$ cat src/common/soc_addr_pkg.sv
package soc_addr_pkg;

  // byte address width
  localparam int addr_w = 32;

  // decoded target of a bus address
  typedef enum logic [1:0] {
    region_iram  = 2'd0,
    region_clint = 2'd1,
    region_plic  = 2'd2,
    region_none  = 2'd3
  } region_e;

  // region bases, each region spans 64 KiB
  localparam logic [addr_w-1:0] iram_base   = 32'h0000_0000;
  localparam logic [addr_w-1:0] clint_base  = 32'h0200_0000;
  localparam logic [addr_w-1:0] plic_base   = 32'h0C00_0000;
  localparam logic [addr_w-1:0] region_span = 32'h0001_0000;

  // instruction ram geometry
  localparam int iram_words = 1024;
  localparam int iram_idx_w = 10;

  // clint word indexes, byte offsets 0x0 to 0xc
  localparam logic [1:0] clint_reg_mtime_lo = 2'd0;
  localparam logic [1:0] clint_reg_mtime_hi = 2'd1;
  localparam logic [1:0] clint_reg_cmp_lo   = 2'd2;
  localparam logic [1:0] clint_reg_cmp_hi   = 2'd3;

  // plic word indexes, byte offsets 0x0 and 0x4
  localparam logic plic_reg_pending = 1'b0;
  localparam logic plic_reg_enable  = 1'b1;

endpackage

$ cat src/common/soc_bus_pkg.sv
package soc_bus_pkg;

  localparam int data_w      = 32;
  localparam int strb_w      = data_w / 8;
  localparam int irq_src_num = 32;

  // master side request, taken in any cycle with valid high
  typedef struct packed {
    logic [soc_addr_pkg::addr_w-1:0] addr;
    logic [data_w-1:0]               wdata;
    logic [strb_w-1:0]               wstrb;
    logic                            write;
  } bus_req_t;

  typedef struct packed {
    logic [data_w-1:0] rdata;
    logic              err;
  } bus_rsp_t;

  // shared slave request, word index instead of byte address
  typedef struct packed {
    logic [soc_addr_pkg::iram_idx_w-1:0] idx;
    logic [data_w-1:0]                   wdata;
    logic [strb_w-1:0]                   wstrb;
    logic                                write;
  } slv_req_t;

endpackage

$ cat src/design/plic_lite.sv
`timescale 1ns/1ps

module plic_lite (
  input  logic                                pll_cpu_clk,
  input  logic                                pad_cpu_rst_b,
  input  logic                                i_sel,
  input  soc_bus_pkg::slv_req_t               i_slv_req,
  input  logic [soc_bus_pkg::irq_src_num-1:0] i_irq_src,
  output logic [soc_bus_pkg::data_w-1:0]      o_rdata,
  output logic                                o_irq_ext
);

  import soc_addr_pkg::*;
  import soc_bus_pkg::*;

  logic [irq_src_num-1:0] pending_q;
  logic [irq_src_num-1:0] enable_q;

  // source 0 is reserved and never pends
  always_ff @(posedge pll_cpu_clk or negedge pad_cpu_rst_b)
  begin
    if (!pad_cpu_rst_b)
    begin
      pending_q <= '0;
      enable_q  <= '0;
    end
    else
    begin
      pending_q <= {i_irq_src[irq_src_num-1:1], 1'b0};
      if (i_sel && i_slv_req.write && (i_slv_req.idx[0] == plic_reg_enable))
        enable_q <= i_slv_req.wdata;
    end
  end

  // pending is read only
  always_ff @(posedge pll_cpu_clk)
  begin
    if (i_sel)
    begin
      if (i_slv_req.idx[0] == plic_reg_pending)
        o_rdata <= pending_q;
      else
        o_rdata <= enable_q;
    end
  end

  assign o_irq_ext = |(pending_q & enable_q);

endmodule

$ cat config.mk
export PLATFORM = sky130hd
export DESIGN_NAME = plic_lite
export DESIGN_NICKNAME = d
export VERILOG_FILES = /design/src/common/soc_addr_pkg.sv /design/src/common/soc_bus_pkg.sv /design/src/design/plic_lite.sv
export SDC_FILE = /design/constraint.sdc
export NUM_CORES = 1
export LEC_CHECK = 0
export ABC_AREA = 1
export BUFFER_PORTS_ARGS = -buffer_cell sky130_fd_sc_hd__buf_4
export CORE_ASPECT_RATIO = 0.6
export CORE_MARGIN = 4
export CORE_UTILIZATION = 50
export CTS_BUF_LIST = sky130_fd_sc_hd__clkbuf_4
export DETAILED_ROUTE_END_ITERATION = 10
export PLACE_DENSITY = 0.89
export SLEW_MARGIN = 10
export SYNTH_ARGS = -nofsm -noshare
export SYNTH_HDL_FRONTEND = slang
export SYNTH_SLANG_ARGS = --single-unit
$ cat constraint.sdc
create_clock -name pll_cpu_clk -period 1.2 [get_ports pll_cpu_clk]
set_clock_uncertainty 0.05 [all_clocks]
set_input_delay 0.24 -clock pll_cpu_clk [delete_from_list [all_inputs] [get_ports pll_cpu_clk]]
set_output_delay 0.24 -clock pll_cpu_clk [all_outputs]
set_load 0.01 [all_outputs]
=== Word level (Yosys, flattened, before mapping) ===
Cells that the tools add are included.

* Output and inout bits: 33
* Word-level logic and storage cells: 9
* Bits of input ports: 82
* Register bits after elaboration: 95

* Reduce and logical (&&, ||, !) cells: 3
* Mux-type cells: 1
* Bitwise logic cells: 1

{| class="wikitable"
|+ Operators by type and width
! cell !! number
|-
| AND 32 bit || 1
|-
| two-way mux 32 bit || 1
|-
| OR reduction 32 bit || 1
|-
| logical AND 1 bit || 2
|}

=== Longest topological paths before layout ===
* Depth in word-level cells: 2
* Gate-level depth with buffers: 6
* Depth with buffers taken out: 6

=== Worst setup path before layout ===
OpenSTA, ideal clock, no wires.

* Path kind: in2reg
* From: input port i_slv_req[37] (netlist bit)
* To: register o_rdata[10] (netlist bit) (data pin)
* Arrival: 0.799 ns
* Stages: 3
* Path slack: 0.091 ns
* Buffers on the path: 2
* Required time: 0.890 ns
* Library setup time: 0.260 ns
* Cells stage by stage: buf_6 > buf_6 > mux2_2

* Word-level cells in the longest chain between the ends: 1

{| class="wikitable"
|+ Ends and longest elaborated chain
! item !! line !! text
|-
| start, declared || plic_lite.sv:7 || <nowiki>input soc_bus_pkg::slv_req_t i_slv_req,</nowiki>
|-
| two-way mux 32 bit || plic_lite.sv:40 || <nowiki>if (i_slv_req.idx[0] == plic_reg_pending)</nowiki>
|-
| end signal, assigned || plic_lite.sv:41 || <nowiki>o_rdata <= pending_q;</nowiki>
|-
| end signal, assigned || plic_lite.sv:43 || <nowiki>o_rdata <= enable_q;</nowiki>
|-
| end, declared || plic_lite.sv:9 || <nowiki>output logic [soc_bus_pkg::data_w-1:0] o_rdata,</nowiki>
|}

Every way passes these cells.
A chain may end at the register's enable or synchronous reset.

=== Worst setup path after layout ===
* From: register enable_q[24]
* To: output port o_irq_ext

* Word-level cells in the longest chain between the ends: 2

{| class="wikitable"
|+ Ends and longest elaborated chain
! item !! line !! text
|-
| start, declared || plic_lite.sv:17 || <nowiki>logic [irq_src_num-1:0] enable_q;</nowiki>
|-
| start signal, assigned || plic_lite.sv:31 || <nowiki>enable_q <= i_slv_req.wdata;</nowiki>
|-
| AND 32 bit || plic_lite.sv:47 || <nowiki>assign o_irq_ext = |(pending_q & enable_q);</nowiki>
|-
| OR reduction 32 bit || plic_lite.sv:47 ||
|-
| end, declared || plic_lite.sv:10 || <nowiki>output logic o_irq_ext</nowiki>
|}

Every way passes these cells.

==> run_results.csv <==
group,metric,value,unit
cts,cts.sinks,95,
worst_setup_path,r2r_end,"o_rdata[20]$_DFFE_PP_",
status,status,"complete, but fails checks",
yosys,yosys.area.top_type,"dfrtp_1",
sta,slew_headroom,82.8,%
pwr,p_switching,1.82,mW
worst_setup_path,ff2ff_path_depth,2,
global_route,grt_antenna_before_repair,0,
yosys,netlist_area,3780,sq um
routing,first_pass_iters,4,
sta,setup_slack,-555,ps
routing,ant_nets,0,
floorplan,num_rows,24,
yosys,synth_edf_count,32,
pwr,ir_drop,0.806,mV
place,globalplace.congestion,0.797,
cts,clock_latency,440,ps
pwr,p_int,5.26,mW
yosys,synth_top_area_share,41.7,%
sta,fin_crit,1760,ps
floorplan,initial_core_util,51.8,%
routing,wirelength,9.71,mm
global_route,use_met2,39.2,%
worst_setup_path,crit_type,"flop to primary output",
cts,clockRootBuffer,"clkbuf_4",
yosys,synth.net_count,379,
routing,routed_via_density,4.68,
global_route,met1_usage,27.2,%
worst_setup_path,worstSetupEndpointType,"primary output",
floorplan,die_h,75.3,microns
sta,timing.final.crit_share,146,%
place,io_buffers,100,
cts,cts.clk_slew.worst_paths,130,ps
global_route,grt_max_degree,35,
global_route,grt_overflow_total,0,
yosys,synth_most_common_cell,"nand2_1",
pwr,combPwrFrac,22.6,%
yosys,netlist-cell-type-count,9,
global_route,globalRoute.busiestLayer,"met2",
worst_setup_path,crit_required,910,ps
worst_setup_path,cp.arrival,1470,ps
floorplan,die_area,9050,sq um
worst_hold_path,min_path_type,"input pin to async pin",
place,dp.cells,523,
sta,setup_viol,33,
place,dp_slack,-104,ps
yosys,synthTopCellsByArea,"dfrtp_1 (42%), edfxtp_1 (25%), mux2_2 (9.2%)",
place,place_area,4860,sq um
cts,htreeDepth,3,
routing,drt_iter0_markers,144,
sta,hold_viol,0,
sta,tightest_slew,257,ps
pwr,p_per_area,1230,nW/um^2
final_layout,layout-drive-gt1-share,41.6,%
place,hpwl,6.26,mm
final_layout,num-nets-final,579,
cts,clockBufferDepth,2,
worst_setup_path,reg2reg_from,"enable_q[20]$_DFFE_PN0P_",
final_layout,fin_cells,606,
routing,drc,0,
sta,clock.fmax,570,MHz
floorplan,die_w,120,microns
final_layout,final-seq-area,2540,sq um
status,violations,"setup timing",
global_route,grt_pass1_vias,2980,
routing,vias,2836,
pwr,p_seq_share,55.1,%
flow_run,drv_cap,0,
final_layout,multi_input_area,1000,sq um
final_layout,insertedDiodeCount,0,
sta,slew_violations,0,
yosys,synth_common_cells,"nand2_1 (84), dfrtp_1 (63), inv_1 (34)",
pwr,leakage,2.79,nW
yosys,ys.flop_type,"dfrtp_1",
floorplan,pin_count,115,
pwr,fin_total_pwr,7.09,mW
yosys,yosys_warnings,0,
worst_setup_path,cp_max_fo,2,
yosys,syn_inst,297,
worst_setup_path,cp-startpoint,"enable_q[24]$_DFFE_PN0P_",
yosys,synth-seq-cells,95,
yosys,syn_area_per_cell,12.7,sq um
pwr,p_sw_share,25.7,%
routing,wire_per_inst,16.0,microns
sta,rsz0062_at_grt,"yes",
global_route,grt_usage,22.5,%
final_layout,fin_area,5770,sq um
final_layout,fillCellCount,438,
global_route,grt_pass1_wl,15.0,mm
yosys,ys_seq_area_share,67.2,%
worst_setup_path,reg2reg_slack,110,ps
final_layout,syn_to_final_growth,52.8,%
cts,cts_tree,"done",
pwr,p_clk_share,22.4,%
yosys,synth-async-reset-ratio,66.3,%
worst_setup_path,start_kind,"flop",
global_route,met3_usage,7.79,%
floorplan,coreArea,7300,sq um
cts,numCtsBuffers,9,
## routing by layer
layer  routed length [microns]  vias to the layer above
li1                          -                     1361
met1                      3930                     1352
met2                      4930                      109
met3                       707                       14
met4                       147                        0
met5                         0                        -
## power groups by stage
| stage | Sequential [mW] | Clock, mW | Combinational, mW |
|---|---|---|---|
| final | 3.90 | 1.58 | 1.60 |
| after global routing | 3.93 | 1.77 | 1.74 |
| after CTS | 3.89 | 1.62 | 1.58 |
| after detailed placement | 3.94 | 0 | 1.34 |
| after global placement | 3.92 | 0 | 1.30 |
| after floorplan | 3.98 | 0 | 0.550 |
## sequential cells by signal, summed over array words and instances (netlist names)
name,flops
enable_q,32
o_rdata,32
pending_q,31
## cell families (layout without fill, tap and decap cells)
logic type             after synthesis  in the layout  share of synthesized area (%)
DFF                                 95             95                           67.2
buffers and inverters               44            249                           6.36
and+or+nand+nor                     95             95                           9.80
AOI/OAI and AO/OA                   32             32                           7.42
muxes                               31             31                           9.24
## repair_timing
item                                   4_1_cts  5_1_grt
endpoints found under the hold margin      124        4
resized for setup                           24        9
hold buffers                                62        3
setup endpoints to repair                   33       34
pin swaps                                    4        0
buffers inserted                             3        1
## cell usage in the layout, fill, tap and decap left out, drive strengths merged
cell | synthesis | routed
clkbuf | 0 | 9
dfrtp | 63 | 63
mux2 | 31 | 31
clkinv | 0 | 6
nor2 | 10 | 10
dlygate4sd3 | 0 | 65
o21ai | 32 | 32
nand2 | 84 | 84
edfxtp | 32 | 32
bufinv | 0 | 1
buf | 10 | 134
inv | 34 | 34
nand3 | 1 | 1
## through the flow
step / setup TNS [ps] / hold slack [ps] / util (%)
finish: -3090 / 149 / 79.1
global route: -5600 / 136 / 79.1
CTS: -4140 / 1.73 / 78.3
detailed placement: -104 / 79.9 / 66.6
global placement: -101 / 76.6 / 66.6
floorplan: 0 / -106 / -
## critical path, cell delays in order (launching register included)
cell	delay [ps]
dfrtp_1	400
nand2_1	100
nand2_1	60
nor2_1	130
nand2_1	60
nor2_1	80
nand2_1	80
buf_6	120
## how the worst max path moves through the flow
stage | to | cells past startpoint
after floorplan | o_rdata[10]$_DFFE_PP_ | 3
after global placement | o_irq_ext | 7
after detailed placement | o_irq_ext | 7
after CTS | o_irq_ext | 7
after global routing | o_irq_ext | 7
final | o_irq_ext | 7
## layout make-up
cell class	count	share of cell area, %
multi-input cells	158	17.4
well taps	104	2.25
clock inverters	7	0.932
repair buffers	199	32.1
clock buffers	9	1.17
flip-flops and latches	95	44.0
inverters	34	2.21
Power figures use the tool's default switching activity.
