**src/common/soc_addr_pkg.sv**
```systemverilog
package soc_addr_pkg;

  // byte address width
  localparam int addr_w = 32;

  // decoded target of a bus address
  typedef enum logic [1:0] {
    region_iram  = 2'd0,
    region_clint = 2'd1,
    region_plic  = 2'd2,
    region_none  = 2'd3
  } region_e;

  // region bases, each region spans 64 KiB
  localparam logic [addr_w-1:0] iram_base   = 32'h0000_0000;
  localparam logic [addr_w-1:0] clint_base  = 32'h0200_0000;
  localparam logic [addr_w-1:0] plic_base   = 32'h0C00_0000;
  localparam logic [addr_w-1:0] region_span = 32'h0001_0000;

  // instruction ram geometry
  localparam int iram_words = 1024;
  localparam int iram_idx_w = 10;

  // clint word indexes, byte offsets 0x0 to 0xc
  localparam logic [1:0] clint_reg_mtime_lo = 2'd0;
  localparam logic [1:0] clint_reg_mtime_hi = 2'd1;
  localparam logic [1:0] clint_reg_cmp_lo   = 2'd2;
  localparam logic [1:0] clint_reg_cmp_hi   = 2'd3;

  // plic word indexes, byte offsets 0x0 and 0x4
  localparam logic plic_reg_pending = 1'b0;
  localparam logic plic_reg_enable  = 1'b1;

endpackage

```
**src/common/soc_bus_pkg.sv**
```systemverilog
package soc_bus_pkg;

  localparam int data_w      = 32;
  localparam int strb_w      = data_w / 8;
  localparam int irq_src_num = 32;

  // master side request, taken in any cycle with valid high
  typedef struct packed {
    logic [soc_addr_pkg::addr_w-1:0] addr;
    logic [data_w-1:0]               wdata;
    logic [strb_w-1:0]               wstrb;
    logic                            write;
  } bus_req_t;

  typedef struct packed {
    logic [data_w-1:0] rdata;
    logic              err;
  } bus_rsp_t;

  // shared slave request, word index instead of byte address
  typedef struct packed {
    logic [soc_addr_pkg::iram_idx_w-1:0] idx;
    logic [data_w-1:0]                   wdata;
    logic [strb_w-1:0]                   wstrb;
    logic                                write;
  } slv_req_t;

endpackage

```
**src/interconnect/soc_xbar.sv**
```systemverilog
`timescale 1ns/1ps

module soc_xbar (
  input  logic                           pll_cpu_clk,
  input  logic                           pad_cpu_rst_b,
  input  logic                           i_req_valid,
  input  soc_bus_pkg::bus_req_t          i_req,
  output logic                           o_rsp_valid,
  output soc_bus_pkg::bus_rsp_t          o_rsp,
  output soc_bus_pkg::slv_req_t          o_slv_req,
  output logic                           o_iram_sel,
  output logic                           o_clint_sel,
  output logic                           o_plic_sel,
  input  logic [soc_bus_pkg::data_w-1:0] i_iram_rdata,
  input  logic [soc_bus_pkg::data_w-1:0] i_clint_rdata,
  input  logic [soc_bus_pkg::data_w-1:0] i_plic_rdata
);

  import soc_addr_pkg::*;
  import soc_bus_pkg::*;

  region_e req_region;
  region_e region_q;
  logic    rsp_valid_q;

  // offset compare, wraps below the base so one test covers both bounds
  function automatic region_e decode_region(input logic [addr_w-1:0] addr);
    region_e region;
    region = region_none;
    if ((addr - iram_base) < region_span)
      region = region_iram;
    else if ((addr - clint_base) < region_span)
      region = region_clint;
    else if ((addr - plic_base) < region_span)
      region = region_plic;
    return region;
  endfunction

  assign req_region = decode_region(i_req.addr);

  assign o_iram_sel  = i_req_valid && (req_region == region_iram);
  assign o_clint_sel = i_req_valid && (req_region == region_clint);
  assign o_plic_sel  = i_req_valid && (req_region == region_plic);

  // word index from the bits above the byte lane
  assign o_slv_req.idx   = i_req.addr[iram_idx_w+1:2];
  assign o_slv_req.wdata = i_req.wdata;
  assign o_slv_req.wstrb = i_req.wstrb;
  assign o_slv_req.write = i_req.write;

  always_ff @(posedge pll_cpu_clk or negedge pad_cpu_rst_b)
  begin
    if (!pad_cpu_rst_b)
    begin
      rsp_valid_q <= 1'b0;
      region_q    <= region_none;
    end
    else
    begin
      rsp_valid_q <= i_req_valid;
      if (i_req_valid)
        region_q <= req_region;
    end
  end

  assign o_rsp_valid = rsp_valid_q;

  // slaves registered their data at the accepting edge
  always_comb
  begin
    o_rsp.rdata = '0;
    o_rsp.err   = 1'b0;
    case (region_q)
      region_iram:  o_rsp.rdata = i_iram_rdata;
      region_clint: o_rsp.rdata = i_clint_rdata;
      region_plic:  o_rsp.rdata = i_plic_rdata;
      default:      o_rsp.err   = 1'b1;
    endcase
  end

  a_sel_onehot: assert property (@(posedge pll_cpu_clk) disable iff (!pad_cpu_rst_b)
    $onehot0({o_iram_sel, o_clint_sel, o_plic_sel}))
    else $error("more than one slave selected");

  a_rsp_only_after_req: assert property (@(posedge pll_cpu_clk) disable iff (!pad_cpu_rst_b)
    o_rsp_valid |-> $past(i_req_valid))
    else $error("response without a request one cycle earlier");

endmodule

```
**config.mk**
```make
export PLATFORM = sky130hd
export DESIGN_NAME = soc_xbar
export DESIGN_NICKNAME = d
export VERILOG_FILES = /design/src/common/soc_addr_pkg.sv /design/src/common/soc_bus_pkg.sv /design/src/interconnect/soc_xbar.sv
export SDC_FILE = /design/constraint.sdc
export NUM_CORES = 1
export LEC_CHECK = 0
export BUFFER_PORTS_ARGS = -buffer_cell sky130_fd_sc_hd__buf_2
export CAP_MARGIN = 20
export CORE_AREA = 2 2 98 100
export CTS_CLUSTER_DIAMETER = 120
export DETAILED_ROUTE_END_ITERATION = 8
export DIE_AREA = 0 0 100 102
export GPL_ROUTABILITY_DRIVEN = 0
export HOLD_SLACK_MARGIN = 0.15
export MAX_ROUTING_LAYER = met4
export PLACE_DENSITY = 0.5
export SYNTH_ARGS = -nofsm -noshare
export SYNTH_HDL_FRONTEND = slang
export SYNTH_SLANG_ARGS = --single-unit
export TNS_END_PERCENT = 100
```
**constraint.sdc**
```tcl
create_clock -name pll_cpu_clk -period 3.5 [get_ports pll_cpu_clk]
set_clock_uncertainty 0.1 [all_clocks]
set_input_delay 0.35 -clock pll_cpu_clk [delete_from_list [all_inputs] [get_ports pll_cpu_clk]]
set_output_delay 0.35 -clock pll_cpu_clk [all_outputs]
set_load 0.05 [all_outputs]
```
After elaboration in Yosys (flattened, before gate mapping)
Cells that the tools add are included.

storage, ports and cells
  register bits = 3
  bits of input ports = 168
  word-level logic and storage cells = 22

cells by class
  add/sub/neg operators = 2
  magnitude comparators = 3
  eq/ne operators = 4
  muxes and demuxes = 5
  reduce and logical (&&, ||, !) cells = 6

operators with widths
  cell                                                                             count
  32-bit by 17-bit less-than comparator with 1-bit output (second input constant)  3
  32-bit case mux with 3 select lines                                              1
  32-bit by 26-bit subtractor with 32-bit output (second input constant)           1
  32-bit by 28-bit subtractor with 32-bit output (second input constant)           1
  2-bit by 1-bit == test with 1-bit output (second input constant)                 2
  2-bit == test (second input constant)                                            2
  2-bit zero test                                                                  2
  2-bit two-way mux                                                                2
  1-bit logical AND                                                                3
  3-bit OR reduction                                                               1
  1-bit two-way mux                                                                2

Logic depth before layout (Yosys ltp)
  depth in word-level cells = 7
  mapped depth = 6
  mapped depth without buffers = 5

Worst setup path before layout
Ideal clock, no wire load.

  path kind = register to output
  start point = reg region_q[1]
  end point = out o_rsp[11] in the netlist's numbering
  arrival time = 1990 ps
  data required time = 3050 ps
  slack = 1060 ps
  stages on the path, launching flop included = 5
  path buffers = 2
  path through = dfstp_2 buf_6 buf_4 mux2i_1 o21ai_0

RTL lines
  what                    line            text
  start, declared         soc_xbar.sv:23  region_e region_q;
  start signal, assigned  soc_xbar.sv:56  region_q <= region_none;
  start signal, assigned  soc_xbar.sv:62  region_q <= req_region;
  end, declared           soc_xbar.sv:9   output soc_bus_pkg::bus_rsp_t o_rsp,

==> results.sh <==
export IMPL_synth_distinct_cells=25
export IMPL_clock_sink_count=3
export IMPL_ir_worst_vdd_v=0.00009824
export IMPL_status="completed"
export IMPL_synth_enable_flop_cells=0
export IMPL_setup_worst_path_start="region_q[0]"
export IMPL_post_synth_inst_count=180
export IMPL_critPathArrivalTime_ns=2.07
export IMPL_netlist_area_leader_share=0.2830
export IMPL_synth_largest_area_cell="sky130_fd_sc_hd__buf_4"
export IMPL_clk_transition_reported_paths_ns=0.03
export IMPL_share_of_the_yosys_chip_area_belonging_to_registers=0.05967
export IMPL_slew_limit_headroom=0.6038
export IMPL_clk_insertion_delay_late_ns=0.21
export IMPL_power_share_sequential=0.157
export IMPL_p_int_uw=171.0
export IMPL_critPathCaptureType="primary output"
export IMPL_path_max_fanout=20
export IMPL_route_detailed_drc=0
export IMPL_number_of_top_level_pins=252
export IMPL_fin_setup_tns_ns=0
export IMPL_grt_antenna_before_repair=0
export IMPL_grt_first_pass_wirelength_um=6258
export IMPL_reg2reg_setup_slack_ns=2.08
export IMPL_total_leakage_power_nw=1.167
export IMPL_reg2reg_from="region_q[1]"
export IMPL_floorplan_core_area_mm2=0.009109
export IMPL_fin_crit_sh=0.7199
export IMPL_cts_root_buffer_type="sky130_fd_sc_hd__clkbuf_8"
export IMPL_final_core_utilization=0.2004
export IMPL_timing_final_max_slew_violations=0
export IMPL_comb_power_share=0.404
export IMPL_synth_xor_area_frac=0.01347
export IMPL_ctsLongestPathBuffers=2
export IMPL_die_area_mm2=0.01020
export IMPL_rsz0062_at_grt="no"
export IMPL_antennaDiodeCount=0
export IMPL_htreeDepth=1
export IMPL_num_vias=1554
export IMPL_postSynthRegisterBits=3
export IMPL_synth_async_reset_ratio=1.000
export IMPL_p_sw_frac=0.2499
export IMPL_number_of_nets_still_failing_antenna_checks_after_routing=0
export IMPL_synth_area_in_compound_gates=0.1415
export IMPL_worst_max_slew_pin_slew_ns=0.5916
export IMPL_ys_warnings_count=0
export IMPL_yosys_mux_area_fraction=0.2464
export IMPL_worstPathRequired_ns=3.05
export IMPL_holdCritPathClass="in2reg"
export IMPL_wl_um=4470
export IMPL_yosys_top_cells_area="sky130_fd_sc_hd__buf_4 28%, sky130_fd_sc_hd__mux2i_1 25%, sky130_fd_sc_hd__nand2_1 9.5%"
export IMPL_drt_pass1_iterations=3
export IMPL_power_net_switching_uw=56.97
export IMPL_achievable_frequency_mhz=396.9
export IMPL_final_layout_size_suffix_gt1_frac=0.5801
export IMPL_vias_per_cell=3.964
export IMPL_cts_buffers_inserted=3
export IMPL_min_period_ns=2.520
export IMPL_reg2reg_end="region_q[1]"
export IMPL_number_of_global_route_vias_before_repair=1395
export IMPL_setup_violations_final=0
export IMPL_chipWidth_um=100
export IMPL_netlist_area_mm2=0.001300
export IMPL_area_delta_synth_final_pct=40.42
export IMPL_nFillCells=1065
export IMPL_overall_routing_resource_usage=0.07990
export IMPL_criticalPathCategory="reg2out"
export IMPL_clkPwrFrac=0.439
export IMPL_die_y_um=102
export IMPL_grt_start_max_net_pins=35
export IMPL_final_net_count=451
export IMPL_synth_net_count=349
export IMPL_detailedPlacementHpwl_um=3603
export IMPL_tritoncts_clock_tree="done"
export IMPL_hold_viol=0
export IMPL_setup_worst_path_start_class="flip-flop"
export IMPL_maxcap_violations=0
export IMPL_power_per_cell_area_mw_per_mm2=124.9
export IMPL_synthFlopType="sky130_fd_sc_hd__dfstp_2"
export IMPL_synth_top_cells_by_count="49 x sky130_fd_sc_hd__buf_4, 33 x sky130_fd_sc_hd__nand2_1, 32 x sky130_fd_sc_hd__mux2i_1, 17 x sky130_fd_sc_hd__o21ai_1, 15 x sky130_fd_sc_hd__o21ai_0"
export IMPL_yosys_area_share_adder=0.009625
export IMPL_placementRows=35
export IMPL_syn_mean_instance_area_um2=7.222
export IMPL_worst_setup_path_endpoint="o_rsp[18]"
export IMPL_grt_remaining_overflow=0
export IMPL_place_port_buffers=151
export IMPL_drt_iter0_markers=18
export IMPL_synth_simple_area_share=0.1800
export IMPL_finalHoldWorstSlack_ns=0.2001
export IMPL_routed_wire_length_per_instance_um=11.40
export IMPL_initial_core_util=0.1427
export IMPL_reg2reg_depth=2
export IMPL_hold_depth=1
export IMPL_dominant_combinational_cell_family_by_area_after_synthesis="buffers and inverters"
export IMPL_most_frequent_cell_after_synthesis="sky130_fd_sc_hd__buf_4"
==> kinds of logic after synthesis <==
family	after synthesis
buffers and inverters	60
AND/OR/NAND/NOR	47
AO/OA/AOI/OAI	35
multiplexers	32
flip-flops	3
XOR/XNOR	2
adder cells (fa/ha/maj)	1
==> stage by stage <==
step | worst slack [ns] | power [mW] | cells | cell area, um2
5_1_grt | 0.7209 | 0.2467 | 392 | 1826
6_report | 0.9804 | 0.2280 | 392 | 1826
2_1_floorplan | 1.060 | 0.2023 | 180 | 1300
3_5_place_dp | 1.112 | 0.1280 | 387 | 1770
4_1_cts | 0.8542 | 0.2333 | 392 | 1826
3_3_place_gp | 1.104 | 0.1257 | 387 | 1770
==> sequential cells by signal, indices dropped and copies added, names as in the netlist <==
signal	count
o_rsp_valid	1
region_q	2
==> what timing repair did <==
action,CTS,global route
resized for setup,0,0
setup buffers,0,0
hold buffers,1,0
endpoints found under the hold margin,3,0
==> final cells by class <==
type	instances	area, um2	area share
repair buffers	155	788.3	0.4318
multi-input cells	117	768.2	0.4208
well taps	111	138.9	0.07608
flip-flops and latches	3	77.57	0.04249
clock buffers	4	45.04	0.02467
inverters	2	7.507	0.004112
==> routing by layer <==
metal | share of wire | track usage | vias to the layer above
met4 | 0.019 | 0.03056 | 0
met2 | 0.53 | 0.1648 | 118
met1 | 0.35 | 0.07102 | 655
met3 | 0.099 | 0.01505 | 12
met5 | 0 | - | -
li1 | - | - | 769
==> how the worst min path moves through the flow <==
stage                        startpoint           to
after floorplan           pad_cpu_rst_b  o_rsp_valid
after global placement    pad_cpu_rst_b  o_rsp_valid
after detailed placement  pad_cpu_rst_b  o_rsp_valid
after CTS                   i_req_valid  o_rsp_valid
after global routing        i_req_valid  o_rsp_valid
final                       i_req_valid  o_rsp_valid
==> power groups by stage <==
stage | Clock (mW) | Sequential [mW] | Combinational (mW)
3_3_place_gp | 0 | 0.0361 | 0.0896
3_5_place_dp | 0 | 0.0361 | 0.0919
6_report | 0.100 | 0.0358 | 0.0921
4_1_cts | 0.104 | 0.0358 | 0.0931
2_1_floorplan | 0 | 0.0382 | 0.164
5_1_grt | 0.109 | 0.0358 | 0.102
==> worst max-delay path, stage by stage (launching register included) <==
cell and delay [ns]:
sky130_fd_sc_hd__dfstp_2 0.51, sky130_fd_sc_hd__nor2b_2 0.51, sky130_fd_sc_hd__buf_4 0.35, sky130_fd_sc_hd__nand2_1 0.10
sky130_fd_sc_hd__o21ai_0 0.08, sky130_fd_sc_hd__buf_2 0.29
==> cell usage in the layout (no fill, tap or decap), types with 2 or more instances in the layout <==
master / count
sky130_fd_sc_hd__buf_2: 151
sky130_fd_sc_hd__buf_4: 3
sky130_fd_sc_hd__clkbuf_8: 3
sky130_fd_sc_hd__dfstp_2: 2
sky130_fd_sc_hd__inv_1: 2
sky130_fd_sc_hd__mux2i_1: 32
sky130_fd_sc_hd__nand2_1: 33
sky130_fd_sc_hd__nand4_1: 2
sky130_fd_sc_hd__nor2_1: 2
sky130_fd_sc_hd__nor3_1: 2
sky130_fd_sc_hd__nor4_2: 2
sky130_fd_sc_hd__o21ai_0: 15
sky130_fd_sc_hd__o21ai_1: 17
sky130_fd_sc_hd__o22a_1: 2
Note: power is estimated with default switching activity, not from simulation.
